File: config.mk
export PLATFORM = sky130hd
export DESIGN_NAME = sfm_streamer
export DESIGN_NICKNAME = d
export VERILOG_FILES = /design/src/sfm_pkg.sv /design/src/sfm_job_decode.sv /design/src/sfm_load_unit.sv /design/src/sfm_store_unit.sv /design/src/sfm_mem_arbiter.sv /design/src/sfm_streamer.sv
export VERILOG_INCLUDE_DIRS = /design/src
export SDC_FILE = /design/constraint.sdc
export NUM_CORES = 1
export LEC_CHECK = 0
export BUFFER_PORTS_ARGS = -buffer_cell sky130_fd_sc_hd__buf_2
export CORE_AREA = 2 2 251 253
export CTS_CLUSTER_SIZE = 25
export DETAILED_ROUTE_END_ITERATION = 12
export DIE_AREA = 0 0 253 255
export PLACE_DENSITY = 0.42
export SLEW_MARGIN = 30
export SYNTH_ARGS = -nofsm -noshare
export SYNTH_HDL_FRONTEND = slang
export SYNTH_HIERARCHICAL = 1
export SYNTH_SLANG_ARGS = --single-unit
File: constraint.sdc
create_clock -name clk_i -period 5.3 [get_ports clk_i]
set_input_delay 1.06 -clock clk_i [delete_from_list [all_inputs] [get_ports clk_i]]
set_output_delay 1.06 -clock clk_i [all_outputs]
set_load 0.005 [all_outputs]
File: src/sfm_macros.svh
`ifndef SFM_MACROS_SVH
`define SFM_MACROS_SVH

// --------------------------------------------------
// memory word and address geometry
// --------------------------------------------------

// bits per scratch memory word
`define SFM_DATA_WIDTH 32

// bits of a byte address
`define SFM_ADDR_WIDTH 32

// --------------------------------------------------
// load side sizing
// --------------------------------------------------

// cycles from a granted read to its rvalid
`define SFM_READ_LATENCY 1

// words the load unit may have requested or buffered but not yet handed on
`define SFM_LOAD_DEPTH 2

`endif

File: src/sfm_pkg.sv
`include "sfm_macros.svh"

package sfm_pkg;

    // --------------------------------------------------
    // data path vectors
    // --------------------------------------------------

    typedef logic [`SFM_DATA_WIDTH-1:0]   sfm_word_t;
    typedef logic [`SFM_DATA_WIDTH/8-1:0] sfm_strb_t;   // one bit per byte lane
    typedef logic [`SFM_ADDR_WIDTH-1:0]   sfm_addr_t;

    // --------------------------------------------------
    // job description
    // --------------------------------------------------

    typedef logic [15:0] sfm_len_t;         // length in bytes
    typedef logic [14:0] sfm_beat_cnt_t;    // enough for a full-length job rounded up

    // job decoder states
    typedef enum logic [1:0] {
        IDLE,
        RUN,
        FINISH
    } sfm_job_state_e;

endpackage

File: src/sfm_job_decode.sv
`timescale 1ns/1ps

module sfm_job_decode (
    input  logic                   clk_i,
    input  logic                   rst_ni,
    input  logic                   clear_i,
    input  logic                   start_i,
    input  sfm_pkg::sfm_addr_t     src_addr_i,
    input  sfm_pkg::sfm_addr_t     dst_addr_i,
    input  sfm_pkg::sfm_len_t      len_i,
    input  logic                   store_done_i,
    output logic                   go_o,
    output sfm_pkg::sfm_addr_t     src_base_o,
    output sfm_pkg::sfm_addr_t     dst_base_o,
    output sfm_pkg::sfm_beat_cnt_t beats_o,
    output sfm_pkg::sfm_strb_t     final_strb_o,
    output logic                   busy_o,
    output logic                   done_o
);

    import sfm_pkg::*;

    sfm_job_state_e state_q, state_d;
    logic           accept;
    logic           go_q;
    logic [1:0]     lftovr;
    sfm_beat_cnt_t  beats_d;
    sfm_strb_t      final_strb_d;

    // a start in FINISH is taken, only RUN counts as busy
    assign accept = start_i && (state_q != RUN);

    // --------------------------------------------------
    // beat count and final strobe
    // --------------------------------------------------

    assign lftovr  = len_i[1:0];
    assign beats_d = {1'b0, len_i[15:2]} + {14'd0, |lftovr};   // round up for leftover bytes

    always_comb begin
        final_strb_d = '1;
        for (int i = 0; i < $bits(sfm_strb_t); i++) begin
            if (lftovr != 2'd0 && i >= lftovr) begin
                final_strb_d[i] = 1'b0;
            end
        end
    end

    always_ff @(posedge clk_i) begin
        if (accept) begin
            src_base_o   <= src_addr_i & ~sfm_addr_t'(3);   // low address bits are ignored
            dst_base_o   <= dst_addr_i & ~sfm_addr_t'(3);
            beats_o      <= beats_d;
            final_strb_o <= final_strb_d;
        end
    end

    // --------------------------------------------------
    // job FSM
    // --------------------------------------------------

    always_comb begin
        state_d = state_q;
        case (state_q)
            IDLE:    if (accept) state_d = RUN;
            RUN:     if (beats_o == '0 || store_done_i) state_d = FINISH;
            FINISH:  state_d = accept ? RUN : IDLE;
            default: state_d = IDLE;
        endcase
    end

    always_ff @(posedge clk_i or negedge rst_ni) begin
        if (!rst_ni) begin
            state_q <= IDLE;
            go_q    <= 1'b0;
        end else if (clear_i) begin
            state_q <= IDLE;
            go_q    <= 1'b0;
        end else begin
            state_q <= state_d;
            go_q    <= accept;
        end
    end

    assign go_o   = go_q;
    assign busy_o = (state_q == RUN);
    assign done_o = (state_q == FINISH);

    // go only marks the first cycle of a job, never a job already running
    a_go_on_entry: assert property (@(posedge clk_i) disable iff (!rst_ni)
        go_o |-> busy_o && !$past(busy_o));

endmodule

File: src/sfm_load_unit.sv
`timescale 1ns/1ps
`include "sfm_macros.svh"

module sfm_load_unit (
    input  logic                   clk_i,
    input  logic                   rst_ni,
    input  logic                   clear_i,
    input  logic                   go_i,
    input  sfm_pkg::sfm_addr_t     base_i,
    input  sfm_pkg::sfm_beat_cnt_t beats_i,
    input  sfm_pkg::sfm_strb_t     final_strb_i,
    input  logic                   gnt_i,
    input  sfm_pkg::sfm_word_t     rdata_i,
    input  logic                   rvalid_i,
    input  logic                   strm_ready_i,
    output logic                   req_o,
    output sfm_pkg::sfm_addr_t     addr_o,
    output logic                   strm_valid_o,
    output sfm_pkg::sfm_word_t     strm_data_o,
    output sfm_pkg::sfm_strb_t     strm_strb_o
);

    import sfm_pkg::*;

    localparam int unsigned DEPTH = `SFM_LOAD_DEPTH;
    localparam int unsigned PTR_W = (DEPTH > 1) ? $clog2(DEPTH) : 1;
    localparam int unsigned CNT_W = $clog2(DEPTH + 1);

    logic             active_q;
    sfm_beat_cnt_t    req_cnt_q;
    sfm_beat_cnt_t    out_cnt_q;
    logic [CNT_W-1:0] pend_q;    // reads granted but not yet returned
    logic [CNT_W-1:0] cnt_q;     // words sitting in the FIFO
    logic [PTR_W-1:0] wr_ptr_q, rd_ptr_q;
    sfm_word_t        fifo_q [DEPTH];
    logic             rd_gnt, pop;

    // --------------------------------------------------
    // read requests
    // --------------------------------------------------

    assign req_o  = active_q && ((pend_q + cnt_q) < DEPTH);
    assign addr_o = base_i + {15'd0, req_cnt_q, 2'b00};
    assign rd_gnt = req_o && gnt_i;
    assign pop    = strm_valid_o && strm_ready_i;

    always_ff @(posedge clk_i or negedge rst_ni) begin
        if (!rst_ni) begin
            active_q  <= 1'b0;
            req_cnt_q <= '0;
            out_cnt_q <= '0;
            pend_q    <= '0;
            cnt_q     <= '0;
            wr_ptr_q  <= '0;
            rd_ptr_q  <= '0;
        end else if (clear_i) begin
            active_q  <= 1'b0;
            req_cnt_q <= '0;
            out_cnt_q <= '0;
            pend_q    <= '0;
            cnt_q     <= '0;
            wr_ptr_q  <= '0;
            rd_ptr_q  <= '0;
        end else begin
            if (go_i) begin
                active_q  <= (beats_i != '0);
                req_cnt_q <= '0;
                out_cnt_q <= '0;
            end else begin
                if (rd_gnt) begin
                    req_cnt_q <= req_cnt_q + 15'd1;
                    if (req_cnt_q == beats_i - 15'd1) active_q <= 1'b0;   // last read issued
                end
                if (pop) out_cnt_q <= out_cnt_q + 15'd1;
            end
            pend_q <= pend_q + CNT_W'(rd_gnt) - CNT_W'(rvalid_i);
            cnt_q  <= cnt_q + CNT_W'(rvalid_i) - CNT_W'(pop);
            if (rvalid_i) wr_ptr_q <= (wr_ptr_q == PTR_W'(DEPTH - 1)) ? '0 : wr_ptr_q + 1'b1;
            if (pop) rd_ptr_q <= (rd_ptr_q == PTR_W'(DEPTH - 1)) ? '0 : rd_ptr_q + 1'b1;
        end
    end

    // --------------------------------------------------
    // returned word buffer and stream side
    // --------------------------------------------------

    always_ff @(posedge clk_i) begin
        if (rvalid_i) fifo_q[wr_ptr_q] <= rdata_i;
    end

    assign strm_valid_o = (cnt_q != '0);
    assign strm_data_o  = fifo_q[rd_ptr_q];
    assign strm_strb_o  = (out_cnt_q == beats_i - 15'd1) ? final_strb_i : '1;

    a_read_latency: assert property (@(posedge clk_i) disable iff (!rst_ni || clear_i)
        rd_gnt |-> ##(`SFM_READ_LATENCY) rvalid_i);

    // the credit scheme must leave room for every returning word
    a_no_overflow: assert property (@(posedge clk_i) disable iff (!rst_ni)
        rvalid_i |-> cnt_q != CNT_W'(DEPTH));

endmodule

File: src/sfm_store_unit.sv
`timescale 1ns/1ps

module sfm_store_unit (
    input  logic                   clk_i,
    input  logic                   rst_ni,
    input  logic                   clear_i,
    input  logic                   go_i,
    input  sfm_pkg::sfm_addr_t     base_i,
    input  sfm_pkg::sfm_beat_cnt_t beats_i,
    input  logic                   strm_valid_i,
    input  sfm_pkg::sfm_word_t     strm_data_i,
    input  sfm_pkg::sfm_strb_t     strm_strb_i,
    input  logic                   gnt_i,
    output logic                   strm_ready_o,
    output logic                   req_o,
    output sfm_pkg::sfm_addr_t     addr_o,
    output sfm_pkg::sfm_strb_t     be_o,
    output sfm_pkg::sfm_word_t     wdata_o,
    output logic                   done_o
);

    import sfm_pkg::*;

    logic          req_q;
    logic          done_q;
    sfm_beat_cnt_t acc_cnt_q;   // beats taken from the stream
    sfm_beat_cnt_t gnt_cnt_q;   // writes committed to memory
    sfm_addr_t     addr_q;
    sfm_strb_t     be_q;
    sfm_word_t     wdata_q;
    logic          accept;
    logic          wr_gnt;

    // a new beat is taken only when the write register empties this cycle
    assign strm_ready_o = !req_q || gnt_i;
    assign accept       = strm_valid_i && strm_ready_o;
    assign wr_gnt       = req_q && gnt_i;

    // --------------------------------------------------
    // write request register
    // --------------------------------------------------

    always_ff @(posedge clk_i) begin
        if (accept) begin
            addr_q  <= base_i + {15'd0, acc_cnt_q, 2'b00};
            be_q    <= strm_strb_i;
            wdata_q <= strm_data_i;
        end
    end

    always_ff @(posedge clk_i or negedge rst_ni) begin
        if (!rst_ni) begin
            req_q     <= 1'b0;
            done_q    <= 1'b0;
            acc_cnt_q <= '0;
            gnt_cnt_q <= '0;
        end else if (clear_i) begin
            req_q     <= 1'b0;
            done_q    <= 1'b0;
            acc_cnt_q <= '0;
            gnt_cnt_q <= '0;
        end else begin
            if (accept) begin
                req_q <= 1'b1;
            end else if (wr_gnt) begin
                req_q <= 1'b0;
            end
            if (go_i) begin
                acc_cnt_q <= '0;
                gnt_cnt_q <= '0;
            end else begin
                if (accept) acc_cnt_q <= acc_cnt_q + 15'd1;
                if (wr_gnt) gnt_cnt_q <= gnt_cnt_q + 15'd1;
            end
            done_q <= wr_gnt && (gnt_cnt_q == beats_i - 15'd1);   // last write of the job
        end
    end

    assign req_o   = req_q;
    assign addr_o  = addr_q;
    assign be_o    = be_q;
    assign wdata_o = wdata_q;
    assign done_o  = done_q;

    // strobes come from the load unit and must always select some byte
    a_be_nonzero: assert property (@(posedge clk_i) disable iff (!rst_ni)
        req_o |-> be_o != '0);

endmodule

File: src/sfm_mem_arbiter.sv
`timescale 1ns/1ps

module sfm_mem_arbiter (
    input  logic               clk_i,
    input  logic               rst_ni,
    input  logic               clear_i,
    input  logic               ld_req_i,
    input  sfm_pkg::sfm_addr_t ld_addr_i,
    input  logic               st_req_i,
    input  sfm_pkg::sfm_addr_t st_addr_i,
    input  sfm_pkg::sfm_strb_t st_be_i,
    input  sfm_pkg::sfm_word_t st_wdata_i,
    input  logic               mem_gnt_i,
    input  sfm_pkg::sfm_word_t mem_rdata_i,
    input  logic               mem_rvalid_i,
    output logic               ld_gnt_o,
    output sfm_pkg::sfm_word_t ld_rdata_o,
    output logic               ld_rvalid_o,
    output logic               st_gnt_o,
    output logic               mem_req_o,
    output logic               mem_we_o,
    output sfm_pkg::sfm_addr_t mem_addr_o,
    output sfm_pkg::sfm_strb_t mem_be_o,
    output sfm_pkg::sfm_word_t mem_wdata_o
);

    import sfm_pkg::*;

    logic ptr_st_q;     // high when the store side has priority
    logic pick_st;
    logic rd_pend_q;    // a read was granted last cycle

    assign pick_st = st_req_i && (ptr_st_q || !ld_req_i);

    // --------------------------------------------------
    // request side
    // --------------------------------------------------

    assign mem_req_o   = ld_req_i || st_req_i;
    assign mem_we_o    = pick_st;
    assign mem_addr_o  = pick_st ? st_addr_i : ld_addr_i;
    assign mem_be_o    = pick_st ? st_be_i : '1;   // reads fetch the whole word
    assign mem_wdata_o = st_wdata_i;

    assign ld_gnt_o = mem_gnt_i && ld_req_i && !pick_st;
    assign st_gnt_o = mem_gnt_i && pick_st;

    always_ff @(posedge clk_i or negedge rst_ni) begin
        if (!rst_ni) begin
            ptr_st_q  <= 1'b0;
            rd_pend_q <= 1'b0;
        end else if (clear_i) begin
            ptr_st_q  <= 1'b0;
            rd_pend_q <= 1'b0;
        end else begin
            // a waiting request keeps the pointer so the port stays stable
            if (mem_req_o) ptr_st_q <= mem_gnt_i ? !pick_st : pick_st;
            rd_pend_q <= ld_gnt_o;
        end
    end

    // --------------------------------------------------
    // response side
    // --------------------------------------------------

    assign ld_rdata_o  = mem_rdata_i;
    assign ld_rvalid_o = mem_rvalid_i && rd_pend_q;   // only responses to our reads

    // a request that waits for its grant keeps the port unchanged
    a_port_stable: assert property (@(posedge clk_i) disable iff (!rst_ni || clear_i)
        mem_req_o && !mem_gnt_i |=> mem_req_o && $stable(mem_we_o) && $stable(mem_addr_o)
            && $stable(mem_be_o) && (!mem_we_o || $stable(mem_wdata_o)));

endmodule

File: src/sfm_streamer.sv
`timescale 1ns/1ps

module sfm_streamer (
    input  logic               clk_i,
    input  logic               rst_ni,
    input  logic               clear_i,
    input  logic               start_i,
    input  sfm_pkg::sfm_addr_t src_addr_i,
    input  sfm_pkg::sfm_addr_t dst_addr_i,
    input  sfm_pkg::sfm_len_t  len_i,
    input  logic               mem_gnt_i,
    input  sfm_pkg::sfm_word_t mem_rdata_i,
    input  logic               mem_rvalid_i,
    output logic               busy_o,
    output logic               done_o,
    output logic               mem_req_o,
    output logic               mem_we_o,
    output sfm_pkg::sfm_addr_t mem_addr_o,
    output sfm_pkg::sfm_strb_t mem_be_o,
    output sfm_pkg::sfm_word_t mem_wdata_o
);

    import sfm_pkg::*;

    logic          go, store_done;
    sfm_addr_t     src_base, dst_base;
    sfm_beat_cnt_t beats;
    sfm_strb_t     final_strb;

    logic          strm_valid, strm_ready;
    sfm_word_t     strm_data;
    sfm_strb_t     strm_strb;

    logic          ld_req, ld_gnt, ld_rvalid;
    sfm_addr_t     ld_addr;
    sfm_word_t     ld_rdata;
    logic          st_req, st_gnt;
    sfm_addr_t     st_addr;
    sfm_strb_t     st_be;
    sfm_word_t     st_wdata;

    sfm_job_decode i_job_decode (
        .clk_i(clk_i), .rst_ni(rst_ni), .clear_i(clear_i),
        .start_i(start_i), .src_addr_i(src_addr_i), .dst_addr_i(dst_addr_i), .len_i(len_i),
        .store_done_i(store_done), .go_o(go), .src_base_o(src_base), .dst_base_o(dst_base),
        .beats_o(beats), .final_strb_o(final_strb), .busy_o(busy_o), .done_o(done_o)
    );

    sfm_load_unit i_load_unit (
        .clk_i(clk_i), .rst_ni(rst_ni), .clear_i(clear_i),
        .go_i(go), .base_i(src_base), .beats_i(beats), .final_strb_i(final_strb),
        .gnt_i(ld_gnt), .rdata_i(ld_rdata), .rvalid_i(ld_rvalid), .strm_ready_i(strm_ready),
        .req_o(ld_req), .addr_o(ld_addr), .strm_valid_o(strm_valid),
        .strm_data_o(strm_data), .strm_strb_o(strm_strb)
    );

    sfm_store_unit i_store_unit (
        .clk_i(clk_i), .rst_ni(rst_ni), .clear_i(clear_i),
        .go_i(go), .base_i(dst_base), .beats_i(beats),
        .strm_valid_i(strm_valid), .strm_data_i(strm_data), .strm_strb_i(strm_strb),
        .gnt_i(st_gnt), .strm_ready_o(strm_ready), .req_o(st_req), .addr_o(st_addr),
        .be_o(st_be), .wdata_o(st_wdata), .done_o(store_done)
    );

    sfm_mem_arbiter i_mem_arbiter (
        .clk_i(clk_i), .rst_ni(rst_ni), .clear_i(clear_i),
        .ld_req_i(ld_req), .ld_addr_i(ld_addr),
        .st_req_i(st_req), .st_addr_i(st_addr), .st_be_i(st_be), .st_wdata_i(st_wdata),
        .mem_gnt_i(mem_gnt_i), .mem_rdata_i(mem_rdata_i), .mem_rvalid_i(mem_rvalid_i),
        .ld_gnt_o(ld_gnt), .ld_rdata_o(ld_rdata), .ld_rvalid_o(ld_rvalid), .st_gnt_o(st_gnt),
        .mem_req_o(mem_req_o), .mem_we_o(mem_we_o), .mem_addr_o(mem_addr_o),
        .mem_be_o(mem_be_o), .mem_wdata_o(mem_wdata_o)
    );

endmodule

## Yosys cells after proc, flatten, opt, wreduce, memory -nomap -nowiden

Memory sizes are Yosys's and may differ from the RTL's. A register that Yosys moved wholly into a read port is not among the register bits.
Index checks and enable logic that the tools add are counted.

- Add/subtract/negate cells: 15
- Magnitude comparators: 4
- Eq/ne operators: 8
- Multiplexer cells: 46
- Reductions and logical operators: 37

Operator list:

| operator | number |
|---|---|
| 2-to-1 mux 15 bit | 12 |
| adder 32 x 17 -> 32 bit | 2 |
| adder 15 x 1 -> 15 bit, second input constant | 4 |
| equality test 15 bit | 3 |
| < comparator 32 x 2 -> 1 bit, second input constant | 1 |
| 2-to-1 mux 32 bit | 1 |
| 2-to-1 mux 1 bit | 26 |
| adder 14 x 1 -> 15 bit | 1 |
| logical NOT 15 bit | 1 |
| nonzero test 15 bit | 1 |
| nonzero test 3 bit | 5 |
| subtractor 15 x 1 -> 15 bit, second input constant | 1 |
| logical AND 1 bit | 14 |
| 2-to-1 mux 2 bit | 5 |
| nonzero test 2 bit | 5 |
| != test 3 x 2 -> 1 bit, second input constant | 2 |
| one-hot mux 2 bit (3 select lines) | 1 |
| adder 2 x 1 -> 2 bit | 2 |
| >= comparator 1 x 2 -> 1 bit, first input constant | 2 |
| logical OR 1 bit | 4 |
| 2-to-1 mux 4 bit | 1 |
| AND reduction 2 bit | 2 |
| subtractor 2 x 1 -> 2 bit | 2 |
| adder 2 x 2 -> 3 bit | 1 |
| other kinds (8) | 11 |

- Register bits after elaboration: 189
- Bits in writable memories: 64
- Bits of input ports: 118
- Output and inout port bits: 72
- Logic and storage cells: 132
- Memories: 1

Memories:

| memory | depth | width | read ports | clocked after memory_dff | write ports | line | source |
|---|---|---|---|---|---|---|---|
| i_load_unit.fifo_q | 2 | 32 | 1 | 1 | 1 | sfm_load_unit.sv:35 | `sfm_word_t fifo_q [DEPTH];` |

## Logic depth before layout (Yosys ltp)

- Depth in word-level cells: 12
- Gate-level depth with buffers: 17

## By module

The synthesis kept the hierarchy.

Modules (own cells, without submodules):

| module | instances | cells an instance | area each (µm²) | sequential area each (µm²) |
|---|---|---|---|---|
| sfm_load_unit | 1 | 637 | 6,472.5 | 2,847.7 |
| sfm_store_unit | 1 | 430 | 4,951.0 | 2,842.7 |
| sfm_job_decode | 1 | 147 | 2,859.0 | 2,417.3 |
| sfm_mem_arbiter | 1 | 120 | 1,081.0 | 50.0 |

## Worst setup path after synthesis

No wires, ideal clock.

- Kind: register -> register
- Start: register i_load_unit.cnt_q[1]
- End: register i_store_unit.acc_cnt_q[6]
- Setup time: 0.132 ns
- Data arrival time: 3.763 ns
- Slack: 1.405 ns
- Stages on the path, launching flop included: 15
- Path buffers: 2
- Clock period less this slack: 3.895 ns
- Path through: dfrtp_1 > inv_1 > fa_1 > and3_1 > nand2b_1 > nand2_1 > buf_6 > buf_6 > nor2_1 > nand2b_1 > nand2_1 > inv_1 > nand3_1 > xor2_1 > nor2_1

- Cells in the longest elaborated chain, start to end: 10
- Elaborated cells between the ends (all ways): 11

RTL lines:

| item | line | source |
|---|---|---|
| start: declaration | sfm_load_unit.sv:33 | `logic [CNT_W-1:0] cnt_q;` |
| start signal: assignment | sfm_load_unit.sv:77 | `cnt_q <= cnt_q + CNT_W'(rvalid_i) - CNT_W'(pop);` |
| adder 2 x 2 -> 3 bit | sfm_load_unit.sv:42 | `assign req_o = active_q && ((pend_q + cnt_q) < DEPTH);` |
| < comparator 32 x 2 -> 1 bit | sfm_load_unit.sv:42 |  |
| logical AND 1 bit | sfm_load_unit.sv:42 |  |
| net ld_req | sfm_streamer.sv:34 | `logic ld_req, ld_gnt, ld_rvalid;` |
| logical NOT 1 bit | sfm_mem_arbiter.sv:33 | `assign pick_st = st_req_i && (ptr_st_q \|\| !ld_req_i);` |
| logical OR 1 bit | sfm_mem_arbiter.sv:33 |  |
| logical AND 1 bit | sfm_mem_arbiter.sv:33 |  |
| logical AND 1 bit | sfm_mem_arbiter.sv:46 | `assign st_gnt_o = mem_gnt_i && pick_st;` |
| net st_gnt | sfm_streamer.sv:37 | `logic st_req, st_gnt;` |
| logical OR 1 bit | sfm_store_unit.sv:35 | `assign strm_ready_o = !req_q \|\| gnt_i;` |
| net strm_ready | sfm_streamer.sv:30 | `logic strm_valid, strm_ready;` |
| logical AND 1 bit | sfm_store_unit.sv:36 | `assign accept = strm_valid_i && strm_ready_o;` |
| net i_store_unit.accept | sfm_store_unit.sv:31 | `logic accept;` |
| nonzero test 3 bit (no source line) | -- |  |
| end signal: assignment | sfm_store_unit.sv:72 | `if (accept) acc_cnt_q <= acc_cnt_q + 15'd1;` |
| end: declaration | sfm_store_unit.sv:26 | `sfm_beat_cnt_t acc_cnt_q;` |

The timed path passes the listed nets, and every way through them passes these cells.
A chain may end at the register's enable or synchronous reset.

## Worst setup path after layout

- Start: register i_load_unit.req_cnt_q[0]
- End: output mem_addr_o[22]

- Cells in the longest elaborated chain, start to end: 2

RTL lines:

| item | line | source |
|---|---|---|
| start: declaration | sfm_load_unit.sv:30 | `sfm_beat_cnt_t req_cnt_q;` |
| start signal: assignment | sfm_load_unit.sv:71 | `req_cnt_q <= req_cnt_q + 15'd1;` |
| adder 32 x 17 -> 32 bit | sfm_load_unit.sv:43 | `assign addr_o = base_i + {15'd0, req_cnt_q, 2'b00};` |
| net ld_addr[22] | sfm_streamer.sv:35 | `sfm_addr_t ld_addr;` |
| 2-to-1 mux 32 bit | sfm_mem_arbiter.sv:41 | `assign mem_addr_o = pick_st ? st_addr_i : ld_addr_i;` |
| end: declaration | sfm_streamer.sv:18 | `output sfm_pkg::sfm_addr_t mem_addr_o,` |

The timed path passes the listed nets, and every way through them passes these cells.

==> results.py <==
metrics = {
    "run_status": {
        "status": "finished, final reports clean",
    },
    "detailed_routing": {
        "drc_errors": 0,
        "viasPerCell": 4.52,
        "wl_per_cell_um": 17.5,
        "drt-total-wl_mm": 40.0,
        "first_pass_iters": 5,
        "drtIter0Drc": 544,
        "antenna_left": 0,
        "vias": 10300,
    },
    "global_route": {
        "grt_pass1_wl_mm": 60.9,
        "grtUsageTotal_pct": 12.3,
        "grt_pass1_vias": 10500,
        "grt_max_degree": 54,
        "grt_overflow_total": 0,
        "antenna_found_initial": 10,
    },
    "sta": {
        "tightest_slew_ns": 0.886,
        "skew_ns": 0.0145,
        "slew_violations": 0,
        "slew_headroom_pct": 40.7,
        "finalSetupViolations": 0,
        "rsz0062_at_grt": "false",
        "fin_tns_setup_ns": 0,
        "period_share_pct": 94.5,
        "hold_violations": 0,
        "fin_crit_ns": 5.01,
        "fmax_mhz": 200,
    },
    "pwr": {
        "vdd_drop_max_uv": 194,
        "powerDensity_nw_per_um2": 350,
        "p_leak_nw": 6.84,
        "p_total_mw": 6.23,
    },
    "cells_and_area": {
        "nNetsFinal": 1622,
        "final_layout_size_suffix_gt1_share_pct": 22.9,
        "syn_to_final_growth_pct": 15.8,
        "multi_input_area_um2": 6320,
        "fin_util_pct": 28.6,
        "fill_cells": 6485,
        "seqCellArea_um2": 8160,
        "instances_no_fill": 2282,
    },
    "clock_network": {
        "cts_resized": 0,
        "htreeDepth": 2,
        "cts_num_sinks": 284,
        "ctsHoldBuffers": 0,
        "cts_buffers": 36,
        "clkTransAtPathRegs_ns": 0.06,
        "cts-root-buf": "clkbuf_16",
        "clock_latency_ns": 0.54,
        "clk_path_buf_depth": 3,
        "postCtsSetupRepairBufs": 0,
        "tritoncts": "done",
    },
    "yosys": {
        "yosys_register_bits": 284,
        "synth-edff-count": 210,
        "synth.distinct_cells": 76,
        "synth_warnings": 6,
        "syn_inst": 1334,
        "ys_seq_area_share_pct": 53.1,
        "synth_flop_cell": "edfxtp_1",
        "synthArstFlopShare_pct": 26.1,
        "netlist_area_um2": 15400,
        "syn_area_per_cell_um2": 11.5,
    },
    "die": {
        "start_util_pct": 24.7,
        "core.rowCount": 92,
        "die_area_um2": 64500,
        "core_area_um2": 62200,
        "die_h_um": 255,
        "die_w_um": 253,
        "ios": 190,
    },
    "placed_design": {
        "place_congestion": 0.781,
        "dp.cells": 2218,
        "portBuffers": 185,
        "place_hpwl_mm": 28.6,
    },
    "setup_path": {
        "end_kind": "output pin",
        "start_kind": "register",
        "crit_type": "reg2out",
        "path_max_fanout": 8,
        "cp.arrival_ns": 3.95,
        "required_ns": 4.24,
    },
    "job": {
        "drv_cap": 0,
    },
    "worst_hold_path": {
        "hold_class": "in2async",
    },
}
-- placed cells by master (no fill, tap or decap), types with 13 or more instances in the layout --
master | synthesis | layout
a21oi_1 | 55 | 55
inv_1 | 41 | 40
o21ai_0 | 32 | 32
dfrtp_1 | 74 | 74
nand3_1 | 56 | 56
mux2_4 | 14 | 14
buf_2 | 4 | 184
or3_1 | 20 | 20
edfxtp_1 | 210 | 210
nand2b_1 | 13 | 13
nand4_1 | 26 | 26
nor3_1 | 27 | 27
xnor2_1 | 90 | 90
nor2_1 | 106 | 105
a21o_1 | 14 | 14
nand2_1 | 81 | 80
clkbuf_16 | 0 | 36
and3_1 | 23 | 23
ha_1 | 44 | 44
mux2_2 | 50 | 50
xor2_1 | 71 | 71
-- Yosys cell counts (all sizes together), types with 3 or more instances --
library cell  instances  share of area (%)
or4                   4               0.24
o211ai                4               0.20
nand4                26                1.1
o21ai                34                1.1
mux2i                 6               0.39
nand2b               13               0.53
buf                  81                4.0
nor2b                10               0.41
nor4                 14               0.69
mux2                 64                5.0
or3                  21               0.89
or2                  15               0.61
o21bai                6               0.29
o31ai                 5               0.24
ha                   44                3.6
nor2                106                2.6
nor3                 27               0.88
edfxtp              210                 41
a21oi                55                1.8
and3                 23               0.94
nand3                56                1.8
a211oi               12               0.59
xnor2                90                5.1
xor2                 71                4.0
o21a                  3               0.15
a31oi                 9               0.37
nand2                81                2.0
a221oi                8               0.46
dfrtp                74                 12
a21o                 14               0.68
fa                    3               0.39
and4                  7               0.40
nand3b                3               0.15
a21boi                3               0.15
clkbuf               35               0.86
a22oi                 6               0.29
inv                  43                1.1
and2                  6               0.24
a2111oi               5               0.37
nor3b                 7               0.37
-- path summary, 6_finish.rpt --
check | start | end | slack [ns] | depth (start not counted)
worst min-delay path | rst_ni | i_load_unit/wr_ptr_q | 0.43 | 1
max in group asynchronous | rst_ni | i_load_unit/req_cnt_q[3] | 3.82 | 2
worst min register to register | i_job_decode/final_strb_o[3] | i_store_unit/be_o[3] | 0.50 | 1
min in group clk_i | i_job_decode/final_strb_o[3] | i_store_unit/be_o[3] | 0.50 | 1
worst max register to register | i_load_unit/cnt_q[1] | i_load_unit/out_cnt_q[7] | 1.47 | 13
worst max-delay path | i_load_unit/req_cnt_q[0] | mem_addr_o[22] | 0.29 | 11
-- critical path, stage by stage (launching register included) --
cell	delay, ns
dfrtp_1	0.45
ha_1	0.24
fa_1	0.41
a21o_1	0.18
a21oi_1	0.24
o21bai_1	0.14
a21o_1	0.22
a21oi_1	0.61
a2111oi_0	0.30
xor2_1	0.21
mux2_4	0.29
buf_2	0.13
-- sequential cells by signal (all words and copies together), names as in the netlist, 2 cells and up --
name / flops
i_load_unit/fifo_q: 64
i_load_unit/req_cnt_q: 15
i_store_unit/gnt_cnt_q: 15
i_job_decode/state_q: 2
i_store_unit/be_o: 4
i_load_unit/cnt_q: 2
i_job_decode/dst_base_o: 30
i_store_unit/wdata_o: 32
i_load_unit/out_cnt_q: 15
i_job_decode/final_strb_o: 3
i_job_decode/beats_o: 15
i_store_unit/acc_cnt_q: 15
i_store_unit/addr_o: 32
i_job_decode/src_base_o: 30
i_load_unit/pend_q: 2
-- final cells by class --
class / count / area share (%)
repair buffers: 198 / 5.99
multi-input cells: 894 / 35.6
inverters: 43 / 0.915
clock inverters: 24 / 0.887
clock buffers: 39 / 5.13
well taps: 799 / 5.62
flip-flops and latches: 284 / 45.9
diodes: 1 / 0.0141
-- layer usage --
layer	GRT usage [%]	routed length, um	vias to the layer above
li1	-	-	5000
met1	15.4	17800	4986
met2	20.2	18600	228
met3	3.26	2240	80
met4	4.62	1230	16
met5	0	110	-
-- report_power, final --
group,switching [mW],total [mW],internal (mW)
Sequential,0.161,2.89,2.73
Combinational,0.618,1.08,0.462
Clock,0.957,2.25,1.30
Total,1.74,6.23,4.49
-- cells by family after synthesis --
group,count (synthesis),synth area share [%]
xor+xnor,163,9.48
buf+inv,159,5.90
flops,284,53.1
compound gates,184,7.92
mux,70,5.42
fa+ha+maj,47,3.97
other cells,2,0.0489
simple gates,425,14.2
-- per-stage QoR --
| step | hold WS, ns | worst slack (ns) | area [um^2] |
|---|---|---|---|
| global placement | 0.484 | 0.859 | 16700 |
| finish | 0.426 | 0.291 | 17800 |
| detailed placement | 0.496 | 0.897 | 16700 |
| floorplan | 0.476 | 1.41 | 15400 |
| global route | 0.419 | 0.0860 | 17800 |
| CTS | 0.398 | 0.276 | 17800 |
No activity file was read; power rests on OpenSTA's default activity.
